### src/hw/ft245_macros.svh
// depths are log2 values and frame lengths are byte counts that must match the framing rules
`ifndef FT245_MACROS_SVH
`define FT245_MACROS_SVH

// the rx FIFO needs some depth because the host may stall for long stretches
`define FT_RX_DEPTH_LOG2 4

// the tx side only needs to smooth out the host writes
`define FT_TX_DEPTH_LOG2 3

// inbound header is command, 3 count bytes and 4 address bytes
`define FT_HDR_IN_BYTES 8

// outbound header is 4 status bytes, 4 address bytes and 3 count bytes
`define FT_HDR_OUT_BYTES 11

`endif

### src/hw/ft245_pin_pkg.sv
// chip pin level types only, the bus is 8 bits wide and has a single clock
`default_nettype none

package ft245_pin_pkg;

	// one byte on the chip data bus
	typedef logic [7:0] ft_byte_t;

	// the sequencer either waits, turns the bus around, reads or writes
	typedef enum logic [1:0] {
		IDLE,
		READ_OE,
		READ,
		WRITE
	} pin_state_t;

endpackage

`default_nettype wire

### src/hw/ft245_frame_pkg.sv
// frame level types, all multi byte fields are big endian and counts travel in 24 bits on the wire
`default_nettype none

package ft245_frame_pkg;

	// data, address and status words
	typedef logic [31:0] word_t;

	// word count, only the low 24 bits are carried in a frame
	typedef logic [27:0] count_t;

	// first byte of an inbound frame
	typedef logic [7:0] command_t;

	// the deframer is either in the 8 byte header or in the data words
	typedef enum logic {
		RX_HEADER,
		RX_DATA
	} rx_state_t;

	// the framer waits for a header, sends it, then sends the words
	typedef enum logic [1:0] {
		TX_IDLE,
		TX_HEADER,
		TX_DATA
	} tx_state_t;

endpackage

`default_nettype wire

### src/hw/frame_deframer.sv
// expects frames back to back with no resync, counts above 24 bits cannot be received
`timescale 1ns/1ps
`default_nettype none
`include "ft245_macros.svh"

module frame_deframer (
	input  wire                          clk,
	input  wire                          rst,
	input  wire ft245_pin_pkg::ft_byte_t rx_byte,
	input  wire                          rx_byte_strobe,
	output ft245_frame_pkg::command_t    in_command,
	output ft245_frame_pkg::count_t      in_data_count,
	output ft245_frame_pkg::word_t       in_address,
	output logic                         ih_ready,
	output logic                         push,
	output ft245_frame_pkg::word_t       push_word
);

	ft245_frame_pkg::rx_state_t state;

	// byte position inside the header
	logic [2:0] hdr_idx;

	// byte position inside the current data word
	logic [1:0] byte_idx;

	// words still expected in this frame
	ft245_frame_pkg::count_t words_left;

	// header fields and the data word are shifted in most significant byte first
	always_ff @(posedge clk) begin
		if (rx_byte_strobe) begin
			if (state == ft245_frame_pkg::RX_HEADER) begin
				case (hdr_idx)
					3'd0: in_command <= rx_byte;
					3'd1, 3'd2, 3'd3: in_data_count <= {4'h0, in_data_count[15:0], rx_byte};
					default: in_address <= {in_address[23:0], rx_byte};
				endcase
			end else begin
				// the word stays stable in the cycle that push is high
				push_word <= {push_word[23:0], rx_byte};
			end
		end
	end

	always_ff @(posedge clk) begin
		if (rst) begin
			state      <= ft245_frame_pkg::RX_HEADER;
			hdr_idx    <= '0;
			byte_idx   <= '0;
			words_left <= '0;
			ih_ready   <= 1'b0;
			push       <= 1'b0;
		end else begin
			ih_ready <= 1'b0;
			push     <= 1'b0;

			if (rx_byte_strobe) begin
				case (state)
					ft245_frame_pkg::RX_HEADER: begin
						hdr_idx <= hdr_idx + 3'd1;
						if (hdr_idx == 3'(`FT_HDR_IN_BYTES - 1)) begin
							// the count was complete after the fourth byte
							hdr_idx    <= '0;
							byte_idx   <= '0;
							ih_ready   <= 1'b1;
							words_left <= in_data_count;
							// an empty frame goes straight on to the next header
							if (in_data_count != '0) begin
								state <= ft245_frame_pkg::RX_DATA;
							end
						end
					end
					ft245_frame_pkg::RX_DATA: begin
						byte_idx <= byte_idx + 2'd1;
						if (byte_idx == 2'd3) begin
							push       <= 1'b1;
							words_left <= words_left - 1'b1;
							if (words_left == 28'd1) begin
								state <= ft245_frame_pkg::RX_HEADER;
							end
						end
					end
					default: begin
						state <= ft245_frame_pkg::RX_HEADER;
					end
				endcase
			end
		end
	end

endmodule

`default_nettype wire

### config.mk
export PLATFORM = sky130hd
export DESIGN_NAME = frame_deframer
export DESIGN_NICKNAME = d
export VERILOG_FILES = /design/src/hw/ft245_pin_pkg.sv /design/src/hw/ft245_frame_pkg.sv /design/src/hw/frame_deframer.sv
export VERILOG_INCLUDE_DIRS = /design/src /design/src/hw
export SDC_FILE = /design/constraint.sdc
export NUM_CORES = 1
export LEC_CHECK = 0
export ABC_CLOCK_PERIOD_IN_PS = 6200
export BUFFER_PORTS_ARGS = -buffer_cell sky130_fd_sc_hd__buf_2
export CAP_MARGIN = 20
export CORE_MARGIN = 5
export CORE_UTILIZATION = 29
export CTS_CLUSTER_SIZE = 30
export DETAILED_ROUTE_END_ITERATION = 6
export GPL_TIMING_DRIVEN = 0
export PLACE_DENSITY = 0.52
export SYNTH_ARGS = -nofsm -noshare
export SYNTH_HDL_FRONTEND = slang
export SYNTH_SLANG_ARGS = --single-unit
### constraint.sdc
create_clock -name clk -period 6.2 [get_ports clk]
set_input_delay 0.31 -clock clk [delete_from_list [all_inputs] [get_ports clk]]
set_output_delay 0.31 -clock clk [all_outputs]
set_load 0.02 [all_outputs]
==> impl_results.md, run 1 <==
* Result of the run: finished, final reports clean
* Share of flip-flops with an asynchronous set or reset at 0%
* Grt ovf at 0
* Sort of element at the start of the critical path: flip-flop
* Maximum number of pins on one net before global-route repair at 36
* Total wire length after detailed routing at about 16 mm
* Routed WL per cell at ~20 um
* Post-route antenna net violation count at 0
* Buffers inserted during post-CTS setup optimization at 0
* Critical register-to-register path startpoint: state
* Worst Max-Slew Pin Slew at a little over 1 ns
* Number of global-route vias before repair at between 4000 and 5000
* Post-Syn Area per Cell at ~13 um2
* Residual DRC count at 0
* Fin crit period at ~2.6 ns
* Total placed instance area at about 6300 um2
* Worst r2r dst: in_data_count[20]
* Hold Path Cell Cnt at 1
* Number of distinct library cells after synthesis at between 60 and 70
* Number of standard cells after synthesis at roughly 400
* Share of the clock period used by the worst path at a little over two fifths
* Fraction of layout cells with a size suffix above 1 at 30.0%
* Register-to-register setup slack at 3.56 ns
* Vias per Instance at between 5 and 6
* Setup skew after layout at 0.00991 ns
* Clock network latency to the later pin of the worst-skew pair at about 0.42 ns
* Relative slew margins at between 30% and 40%
* Synthesized cell area at between 5000 and 6000 um2
* Total non-filler cell area in the finished layout at ~7000 um2
* Final max-slew violation count at 0
* Max cap viols at 0
* Quantity of I/O buffers inserted on ports at 107
* Leakage Power at between 2 and 3 nW
* Largest voltage drop on the vdd net at between 0.2 and 0.25 mV
* Critical Path Slowest Stage Cell: sky130_fd_sc_hd__nor2_2
* Overall track demand over capacity in global routing at between 10 and 15%
* Number of buffers created by CTS at 17
* IO Pins at between 100 and 150
* GPL Wtd Cong at 0.873
* Detailed router's first-iteration violation count at about 300
* Antenna Diode Count at 0
* Die extent in x at ~150 um
* Achievable Freq at approximately 0.38 GHz
* Area of the core at roughly 19000 um2
* Worst EP required at ~6.3 ns
* Count of cells along the worst register-to-register path at 6
* End-of-flow core utilization at 37.3%
* Initial core utilization at 29.2%
* Worst-path maximum fanout at 13
* Worst setup path category: reg2reg
* Min-delay worst type: in2reg
* DRT Pass-1 Iters at 5
* Initial antenna violation count at 0
* Sort of element at the end of the critical path: flip-flop
* Yosys reg bits at roughly 130
* Synthesis warning total at 0
* Count of flip-flops with a built-in enable after synthesis at 96
* Hold_sp: rx_byte[0]
* Cell-by-cell trace of the critical path: buf_2, clkinv_1, clkbuf_1, nand2_1, nor2_2, buf_8
* Die area at between 20000 and 25000 um2
* Final Power at ~2.2 mW
* First-pass GRT wire length at 24.2 mm
* Pwr Density at between 300 and 400 nW/um2
* Stage delay of the slowest cell on the critical path at between 0.6 and 0.7 ns
* Final worst slack at ~3.6 ns
* Y dimension of the die at around 150 um
* HPWL reported at the end of detailed placement at 11.4 mm
* Buf+Inv Stages, Crit Path at 4
* Htree depth at 4
* Number of hold buffers added after cts at 0
* Root Buffer Master: sky130_fd_sc_hd__clkbuf_16
* Number of failing hold endpoints at the final stage at 0
* TritonCTS clock tree: built
* Standard-cell rows at 50
* Total negative slack for setup checks at 0 ns
* Area growth from synthesis to layout at 27.7%
* Worst path top cell family by delay: buffers and inverters
* Routed vias at between 4000 and 5000
* Maximum buffer depth of the clock tree at 2
* Data arrival time at the worst-slack endpoint at between 2 and 3 ns
* Endpoint, Worst Hold: in_address[0]
* Most common flop cell mapped by yosys: sky130_fd_sc_hd__edfxtp_1
* Post-CTS clock slew at the launch and capture registers of the worst setup and hold paths at 0.06 ns
* Layout net count at ~560
* Placement Setup Slack at 3.61 ns
* Post-cts sizing count at 0
* Total of endpoints with negative setup slack in the final report at 0
* CTS sink cnt at roughly 130
* Sequential element share of the synthesized area at roughly 67%
* Setup repair after global routing missed its margin: false
-- cell usage in the layout, fill, tap and decap left out, types with 8 or more instances in the layout --
cell                          n
sky130_fd_sc_hd__clkbuf_16   17
sky130_fd_sc_hd__nor2_1      23
sky130_fd_sc_hd__edfxtp_1    96
sky130_fd_sc_hd__nor4_1      11
sky130_fd_sc_hd__mux2i_1      8
sky130_fd_sc_hd__ha_1         9
sky130_fd_sc_hd__o21ai_0      9
sky130_fd_sc_hd__a21oi_1     13
sky130_fd_sc_hd__nand4_1     19
sky130_fd_sc_hd__clkbuf_1    18
sky130_fd_sc_hd__dfxtp_1     36
sky130_fd_sc_hd__buf_2      108
sky130_fd_sc_hd__inv_1        9
sky130_fd_sc_hd__nand2_1     18
sky130_fd_sc_hd__nor3_1      12
sky130_fd_sc_hd__nand3_1     10
-- per-layer routing --
layer	vias to the layer above	GRT usage (%)	wire, um	part of all wire [%]
met3	33	4.84	1250	7.9
met2	206	23.2	7300	46
met4	0	6.82	497	3.1
li1	1878	-	-	-
met5	-	0	0	0
met1	2019	18.8	6760	43
-- synthesized netlist by cell type, types with 3 or more instances --
cell type | count | area (um2)
sky130_fd_sc_hd__dfxtp_1 | 36 | 721
sky130_fd_sc_hd__o221ai_1 | 4 | 35.0
sky130_fd_sc_hd__mux2_2 | 3 | 33.8
sky130_fd_sc_hd__or4_1 | 6 | 45.0
sky130_fd_sc_hd__o211ai_1 | 7 | 52.6
sky130_fd_sc_hd__nor2_1 | 24 | 90.1
sky130_fd_sc_hd__nand3_1 | 10 | 50.1
sky130_fd_sc_hd__o311ai_0 | 4 | 35.0
sky130_fd_sc_hd__o22ai_1 | 6 | 37.5
sky130_fd_sc_hd__and4_1 | 4 | 35.0
sky130_fd_sc_hd__mux2i_1 | 8 | 80.1
sky130_fd_sc_hd__o21ai_0 | 9 | 45.0
sky130_fd_sc_hd__or2_2 | 3 | 18.8
sky130_fd_sc_hd__ha_1 | 9 | 113
sky130_fd_sc_hd__buf_4 | 4 | 30.0
sky130_fd_sc_hd__nor4_1 | 11 | 68.8
sky130_fd_sc_hd__or3_1 | 6 | 37.5
sky130_fd_sc_hd__nor3_4 | 3 | 48.8
sky130_fd_sc_hd__a211oi_1 | 5 | 37.5
sky130_fd_sc_hd__nor3_1 | 13 | 65.1
sky130_fd_sc_hd__clkbuf_1 | 18 | 67.6
sky130_fd_sc_hd__a22oi_1 | 7 | 52.6
sky130_fd_sc_hd__nand2_1 | 18 | 67.6
sky130_fd_sc_hd__nand4_1 | 19 | 119
sky130_fd_sc_hd__and2_1 | 3 | 18.8
sky130_fd_sc_hd__nand2b_1 | 6 | 37.5
sky130_fd_sc_hd__a31oi_1 | 4 | 25.0
sky130_fd_sc_hd__a21oi_1 | 13 | 65.1
sky130_fd_sc_hd__inv_1 | 9 | 33.8
sky130_fd_sc_hd__edfxtp_1 | 96 | 2880
-- registers in the layout (all words and copies together), names as in the netlist --
register,count
hdr_idx,3
words_left,28
push_word,32
byte_idx,2
in_address,32
push,1
state,1
in_data_count,24
in_command,8
ih_ready,1
-- layout make-up --
cell class	count	area, um2
clock buffer	18	429
fill	1805	11600
tap	234	293
clock inverter	14	153
buffer	25	111
multi-input combinational	245	1680
inverter	10	37.5
timing repair buffer	112	604
sequential	132	3600
-- cells by family (layout without fill, tap and decap cells) --
group / count (synthesis) / count (layout) / share of synthesized area, %
DFF: 132 / 132 / 66.6
adders and majority gates: 9 / 9 / 2.08
other: 1 / 4 / 0.0693
AOI/OAI and AO/OA: 76 / 76 / 9.97
xor gates and xnor gates: 2 / 2 / 0.324
buffers and inverters: 35 / 179 / 2.73
and+or+nand+nor: 143 / 143 / 16.1
muxes: 11 / 11 / 2.10
-- worst max-delay path by stage --
| stage | startpoint | to | slack, ns | cells after the start |
|---|---|---|---|---|
| after floorplan | state | in_address[0] | 2.53 | 5 |
| after global placement | rx_byte_strobe | in_address[22] | 0.56 | 4 |
| after detailed placement | state | in_data_count[23] | 3.61 | 6 |
| after CTS | state | in_data_count[23] | 3.62 | 6 |
| after global routing | hdr_idx[0] | words_left[1] | 3.37 | 7 |
| final | state | in_data_count[20] | 3.56 | 6 |
-- stage by stage --
| stage | hold WS (ns) | instances |
|---|---|---|
| floorplan | 0.409 | 412 |
| global placement | 0.427 | 753 |
| detailed placement | 0.428 | 758 |
| CTS | 0.0854 | 790 |
| global route | 0.0919 | 790 |
| finish | 0.107 | 790 |
-- power breakdown --
part / switching, mW / internal [mW]
sequential: 0.0241 / 0.987
clock: 0.402 / 0.597
combinational: 0.102 / 0.0415
No activity file was read; power rests on OpenSTA's default activity.
==> run 2, diff against run 1 <==
- ABC_CLOCK_PERIOD_IN_PS: 6200 -> 2150
- PLACE_DENSITY: 0.52 -> 0.53
- clock period: 6.2 -> 2.15 ns (I/O delays scaled with it)
==> run 2 against run 1 <==
Critical path depth is 2 lower. Wire length is 1.1% higher. Clock skew is 0.0024 ns lower. Clock power grew to 2.8 times the previous value. First-iteration DRC count is 2.0% higher. Combinational power grew to 3.2 times the previous value. Critical endpoint is now words_left[15]. Largest cell class unchanged.
==> impl_results.md, run 2 (synthesis gave the netlist of run 1 again) <==
* Result of the run: finished, final reports clean
* Sort of element at the start of the critical path: flip-flop
* Stage delay of the slowest cell on the critical path at 0.57 ns (-0.08 ns)
* Busiest grt layer: met2
* Combined area of the multi-input logic cells at 1720 um2 (+2.8%)
* Most used cells in the layout excluding fill and tap cells: 109 x sky130_fd_sc_hd__buf_2, 96 x sky130_fd_sc_hd__edfxtp_1, 36 x sky130_fd_sc_hd__dfxtp_1, 21 x sky130_fd_sc_hd__nor2_1, 19 x sky130_fd_sc_hd__nand4_1
* First-pass GRT wire length at 24.9 mm (+2.6%)
* Count of cells along the worst register-to-register path at 4 (-2)
* Routed WL per cell at 19.8 um (-1.0%)
* CTS sink cnt at 132 (unchanged)
* Post-CTS clock slew at the launch and capture registers of the worst setup and hold paths at 0.06 ns (about the same)
* Min-delay worst type: in2reg
* Antenna Diode Count at 0 (unchanged)
* Number of global-route vias before repair at 4264 (+5.0%)
* Setup skew after layout at 0.00752 ns (-0.00240 ns)
* Placed cell count at 755 (-0.40%)
* Setup repair after global routing missed its margin: true
* Clock network latency to the later pin of the worst-skew pair at 0.41 ns (about the same)
* Die extent in x at 147 um (unchanged)
* Relative slew margins at 49.1% (+18 points)
* Cell-by-cell trace of the critical path: nor3_4, nand4_2, or4_1, a311oi_1
* Total wire length after detailed routing at 16.0 mm (+1.1%)
* Area taken by flip-flops and latches at 3600 um2 (unchanged)
* Worst EP required at 2.45 ns (-3.88 ns)
* Fraction of layout cells with a size suffix above 1 at 32.3% (+2.3 points)
* DRT Pass-1 Iters at 5 (unchanged)
* Detailed router's first-iteration violation count at 305 (+2.0%)
* Routing usage on met1 at 18.1% (-0.71 points)
* Met3 global-route usage at 4.81% (-0.031 points)
* GPL Wtd Cong at 0.891 (+2.1%)
* Vias per Instance at 5.21 (-0.40%)
* Largest registers: in_address: 32 flops, push_word: 32 flops, words_left: 28 flops
* Leading cell type in the layout, fill and taps excluded: sky130_fd_sc_hd__buf_2
* Number of failing hold endpoints at the final stage at 0 (unchanged)
* Worst path top cell family by delay: simple AND/OR/NAND/NOR gates
* Critical register-to-register path startpoint: words_left[2]
* Fin crit period at 2.08 ns (-0.561 ns)
* Number of buffers created by CTS at 17 (unchanged)
* Post-route non-filler standard cell count at 807 (+2.2%)
* Largest voltage drop on the vdd net at 0.549 mV (+160%)
* Count of fill cells added during filler insertion at 1787 (-1.0%)
* Worst-path maximum fanout at 7 (-6)
* Quantity of I/O buffers inserted on ports at 107 (unchanged)
* Maximum buffer depth of the clock tree at 2 (unchanged)
* Register-to-register setup slack at 0.07 ns (-3.49 ns)
* Achievable Freq at 0.481 GHz (+27%)
* Setup crit start: words_left[2]
* Die area at 21500 um2 (unchanged)
* HPWL reported at the end of detailed placement at 11.5 mm (+1.0%)
* Final max-slew violation count at 0 (unchanged)
* Maximum number of pins on one net before global-route repair at 37 (+2.8%)
* Standard-cell rows at 50 (unchanged)
* Worst Max-Slew Pin Slew at 0.764 ns (-0.264 ns)
* IO Pins at 113 (unchanged)
* Overall track demand over capacity in global routing at 15.0% (+0.13 points)
* Worst setup path category: reg2reg
* Residual DRC count at 0 (unchanged)
* Post-route antenna net violation count at 0 (unchanged)
* Sort of element at the end of the critical path: flip-flop
* Last element of the critical path: words_left[15]
* Share of the clock period used by the worst path at 96.7% (+54 points)
* Data arrival time at the worst-slack endpoint at 2.38 ns (-0.39 ns)
* Max cap viols at 0 (unchanged)
* Layout net count at 580 (+3.0%)
* Buf+Inv Stages, Crit Path at 0 (-4)
* Area growth from synthesis to layout at 31.8%
* Pwr Density at 867 nW/um2 (+180%)
* Root Buffer Master: sky130_fd_sc_hd__clkbuf_16
* Total of endpoints with negative setup slack in the final report at 0 (unchanged)
* Critical Path Slowest Stage Cell: sky130_fd_sc_hd__or4_1
* Grt ovf at 0 (unchanged)
* Area of the core at 18500 um2 (unchanged)
* Initial antenna violation count at 0 (unchanged)
* TritonCTS clock tree: built
* Initial core utilization at 29.2% (unchanged)
* Leakage Power at 2.65 nW (+3.7%)
* Htree depth at 4 (unchanged)
* Met2 track utilization from global routing at 24.4% (+1.2 points)
* Critical path depth in cells at 4 (-2)
* Worst r2r dst: words_left[15]
* Routed vias at 4208 (+1.7%)
* Final Power at 6.18 mW (+190%)
* Y dimension of the die at 147 um (unchanged)
## run 2: cell types whose count changed in the layout (fill, tap and decap cells not counted), sizes merged
cell	delta
dlygate4sd3	+8
clkinv	-1
clkinvlp	+3
buf	+10
clkbuf	+2
inv	-5
## run 2: metal layers
layer  share of wire [%]  up-vias
met3                 7.2       40
li1                    -     1914
met4                 3.1        0
met2                  49      197
met5                   0        -
met1                  41     2057
## run 2: repair_timing
item / CTS / global route
hold endpoints to repair: 32 / 0
gates resized for setup: 10 / 9
hold buffers: 8 / 0
pin swaps: 3 / 1
setup endpoints to repair: 82 / 38
buffers inserted: 7 / 5
## run 2: worst min path at each step
stage	start	end	depth (start not counted)
4_1_cts	rst	words_left[27]	3
2_1_floorplan	rx_byte[0]	in_address[0]	0
3_5_place_dp	rx_byte[3]	push_word[3]	1
3_3_place_gp	rx_byte[2]	in_data_count[2]	1
5_1_grt	rst	words_left[27]	3
6_report	rst	words_left[27]	3
## run 2: report_power, final
part | internal, mW | switching (mW) | leakage (nW)
Clock | 1.74 | 1.07 | 0.262
Combinational | 0.150 | 0.304 | 1.22
Sequential | 2.85 | 0.0703 | 1.17
Total | 4.74 | 1.45 | 2.65
## run 2: cell type report
class | count | area share, %
buffer | 24 | 1.79
clock buffer | 21 | 6.31
clock inverter | 11 | 1.84
inverter | 10 | 0.526
multi-input combinational | 245 | 24.2
sequential | 132 | 50.5
tap | 234 | 4.10
timing repair buffer | 130 | 10.7
## run 2: worst register-to-register path: stages, from the launching register on
cell,delay [ns]
sky130_fd_sc_hd__dfxtp_1,0.40
sky130_fd_sc_hd__nor3_4,0.40
sky130_fd_sc_hd__nand4_2,0.29
sky130_fd_sc_hd__or4_1,0.57
sky130_fd_sc_hd__a311oi_1,0.32
## run 2: through the flow
| stage | utilization (%) | hold slack (ns) | setup WS (ns) | instance area (um2) | TNS, ns |
|---|---|---|---|---|---|
| after CTS | 38.1 | 0.0731 | 0.00281 | 7060 | 0 |
| after floorplan | - | 0.206 | -0.00249 | 5440 | -0.0795 |
| after global routing | 38.5 | 0.0852 | -0.0188 | 7130 | -0.0429 |
| after global placement | 33.8 | 0.329 | -0.811 | 6270 | -44.13 |
| final | 38.5 | 0.102 | 0.0701 | 7130 | 0 |
| after detailed placement | 34.1 | 0.336 | -0.465 | 6310 | -22.33 |
==> run 3, diff against run 2 <==
- ABC_AREA: not set -> 1
==> run 3 against run 2 <==
Utilization is 0.83 points lower. Design area fell by 2.2%. Critical path type unchanged. Largest cell class unchanged. Critical endpoint is now words_left[13]. Largest power group is now the clock network. Die area is essentially flat.
==> impl_results.md, run 3 <==
* Result of the run: finished, final reports clean
* Worst-path maximum fanout at 35 (+28)
* Most used cell along the critical path: sky130_fd_sc_hd__nand2_2
* Placement Setup Slack at -0.0940 ns (+0.371 ns)
* Synthesized cell area at 5410 um2 (about the same)
* Final max-slew violation count at 0 (unchanged)
* Post-Syn Area per Cell at 10.8 um2 (-18%)
* Leading cell type in the layout, fill and taps excluded: sky130_fd_sc_hd__buf_2
* Fraction of layout cells with a size suffix above 1 at 27.4% (-4.9 points)
* Data arrival time at the worst-slack endpoint at 2.18 ns (-0.20 ns)
* Total negative slack for setup checks at 0 ns (unchanged)
* Worst setup path category: reg2reg
* Quantity of I/O buffers inserted on ports at 107 (unchanged)
* Overall track demand over capacity in global routing at 13.9% (-1.0 points)
* Count of cells along the worst register-to-register path at 9 (+5)
* Largest registers: in_address: 32 flops, push_word: 32 flops, words_left: 28 flops
* Vias per Instance at 4.66 (-11%)
* Antenna Diode Count at 0 (unchanged)
* Standard-cell rows at 50 (unchanged)
* Max cap viols at 0 (unchanged)
* Synthesis warning total at 0 (unchanged)
* Grt ovf at 0 (unchanged)
* Most common flop cell mapped by yosys: sky130_fd_sc_hd__edfxtp_1
* Main area contributors after synthesis: sky130_fd_sc_hd__edfxtp_1 53%, sky130_fd_sc_hd__dfxtp_1 13%, sky130_fd_sc_hd__nand2_1 6.2%
* IO Pins at 113 (unchanged)
* HPWL reported at the end of detailed placement at 10.7 mm (-6.9%)
* Yosys reg bits at 132 (unchanged)
* Total wire length after detailed routing at 14.6 mm (-8.7%)
* Sequential element share of the synthesized area at 66.7% (about the same)
* Leakage Power at 2.88 nW (+8.7%)
* Maximum buffer depth of the clock tree at 2 (unchanged)
* Achievable Freq at 0.531 GHz (+10%)
* Number of failing hold endpoints at the final stage at 0 (unchanged)
* Most used cells in the layout excluding fill and tap cells: 110 x sky130_fd_sc_hd__buf_2, 96 x sky130_fd_sc_hd__edfxtp_1, 89 x sky130_fd_sc_hd__nand2_1, 60 x sky130_fd_sc_hd__nor2_1, 42 x sky130_fd_sc_hd__a21oi_1
* Stage delay of the slowest cell on the critical path at 0.36 ns (-0.21 ns)
* Fin crit period at 1.88 ns (-0.197 ns)
* Buf+Inv Stages, Crit Path at 3 (+3)
* Number of global-route vias before repair at 4166 (-2.3%)
* Maximum number of pins on one net before global-route repair at 36 (-2.7%)
* Cell-by-cell trace of the critical path: buf_4, nand2_2, inv_6, nand2_2, nand2_4, buf_2, o21ai_0, a21oi_1, nor2_1
* Htree depth at 4 (unchanged)
* Critical Path Slowest Stage Cell: sky130_fd_sc_hd__dfxtp_1
* Min-delay worst type: in2reg
* Count of flip-flops with a built-in enable after synthesis at 96 (unchanged)
* Number of buffers created by CTS at 17 (unchanged)
* Total placed instance area at 6280 um2 (-0.50%)
* Pwr Density at 906 nW/um2 (+4.5%)
* Sort of element at the end of the critical path: flip-flop
* Die extent in x at 147 um (about the same)
* DRT Pass-1 Iters at 4 (-1)
* Area of the core at 18500 um2 (unchanged)
* Die area at 21500 um2 (about the same)
* Area growth from synthesis to layout at 29.1%
* Routed vias at 4117 (-2.2%)
* Relative slew margins at 38.6% (-11 points)
* Most numerous cell types in the synthesized netlist: 96 x sky130_fd_sc_hd__edfxtp_1, 89 x sky130_fd_sc_hd__nand2_1, 61 x sky130_fd_sc_hd__nor2_1
* Clock network latency to the later pin of the worst-skew pair at 0.41 ns (about the same)
* First-pass GRT wire length at 23.3 mm (-6.3%)
* GPL Wtd Cong at 0.900 (+1.0%)
* TritonCTS clock tree: built
* Buffers inserted during post-CTS setup optimization at 0 (-7)
* Top-area cell type share of the netlist area at 53.3% (about the same)
* Final worst slack at 0.267 ns (+0.197 ns)
* Layout net count at 657 (+13%)
* Post-route antenna net violation count at 0 (unchanged)
* Residual DRC count at 0 (unchanged)
* Total of endpoints with negative setup slack in the final report at 0 (unchanged)
* Critical path depth in cells at 9 (+5)
* Number of distinct library cells after synthesis at 38 (-38%)
* Number of standard cells after synthesis at 499 (+22%)
* Share of flip-flops with an asynchronous set or reset at 0% (unchanged)
* Count of fill cells added during filler insertion at 1837 (+2.8%)
* Routed WL per cell at 16.5 um (-17%)
* Sort of element at the start of the critical path: flip-flop
* Setup repair after global routing missed its margin: false
* Register-to-register setup slack at 0.27 ns (+0.20 ns)
* Total non-filler cell area in the finished layout at 6980 um2 (-2.2%)
* Y dimension of the die at 147 um (about the same)
* CTS sink cnt at 132 (unchanged)
* Worst EP required at 2.45 ns (about the same)
* Share of the clock period used by the worst path at 87.6% (-9.2 points)
* Setup skew after layout at 0.0145 ns (+0.00696 ns)
* Worst Max-Slew Pin Slew at 0.918 ns (+0.154 ns)
* Initial core utilization at 29.2% (about the same)
* Largest voltage drop on the vdd net at 0.498 mV (-9.4%)
* End-of-flow core utilization at 37.7% (-0.83 points)
* Initial antenna violation count at 0 (unchanged)
* Worst path top cell family by delay: buffers and inverters
* Root Buffer Master: sky130_fd_sc_hd__clkbuf_16
* Hold Path Cell Cnt at 4 (+1)
* Post-synth top area cell: sky130_fd_sc_hd__edfxtp_1
* Detailed router's first-iteration violation count at 245 (-20%)
* Post-CTS clock slew at the launch and capture registers of the worst setup and hold paths at 0.06 ns (about the same)
* Top-count cell post-synth: sky130_fd_sc_hd__edfxtp_1
run 3: report_power, final:
group	switching [mW]	internal [mW]	total, mW
Clock	1.09	1.90	2.98
Sequential	0.0657	2.84	2.91
Combinational	0.300	0.130	0.430
run 3: logic make-up (layout without fill, tap and decap cells):
logic type | Yosys count | in the layout | synth area share [%]
buf+inv | 58 | 206 | 4.70
xor+xnor | 4 | 4 | 0.648
fa+ha+maj | 9 | 9 | 2.08
other cells | 1 | 4 | 0.0694
simple gates | 211 | 211 | 17.4
flops | 132 | 132 | 66.7
compound gates | 84 | 84 | 8.49
run 3: stage by stage:
stage,hold slack [ns],total power [mW],std cells
CTS,0.0738,6.39,884
finish,0.0947,6.32,884
floorplan,0.206,3.20,502
global route,0.113,6.57,884
global placement,0.323,3.36,843
detailed placement,0.331,3.38,844
run 3: final cells by class:
class | count | area, um2 | share of cell area (%)
timing repair buffer | 116 | 643 | 9.21
buffer | 17 | 97.6 | 1.40
clock buffer | 22 | 464 | 6.65
sequential | 132 | 3600 | 51.6
tap | 234 | 293 | 4.20
inverter | 41 | 161 | 2.31
clock inverter | 10 | 149 | 2.13
multi-input combinational | 312 | 1570 | 22.5
run 3: worst reg2reg max path, delay by kind of cell, from the launching register on:
kind | cells | cell delay (ns)
AO/OA/AOI/OAI | 2 | 0.26
buffers and inverters | 3 | 0.71
flip-flops | 1 | 0.36
AND/OR/NAND/NOR | 4 | 0.44
run 3: final timing paths:
path	from	endpoint
min	rx_byte_strobe	byte_idx[0]
max reg2reg	state	words_left[13]
max	state	words_left[13]
min reg2reg	push_word[14]	push_word[22]
run 3: per-layer routing:
metal  track usage, %  part of all wire, %
met4             4.66                  1.3
met3             4.44                  8.1
met1             18.5                   44
met2             21.7                   47
met5                0                    0
run 3: repair_timing:
action	4_1_cts	5_1_grt
endpoints found under the setup margin	20	33
hold buffers	8	0
gates resized for setup	1	2
hold endpoints to repair	32	0
cloned	0	0
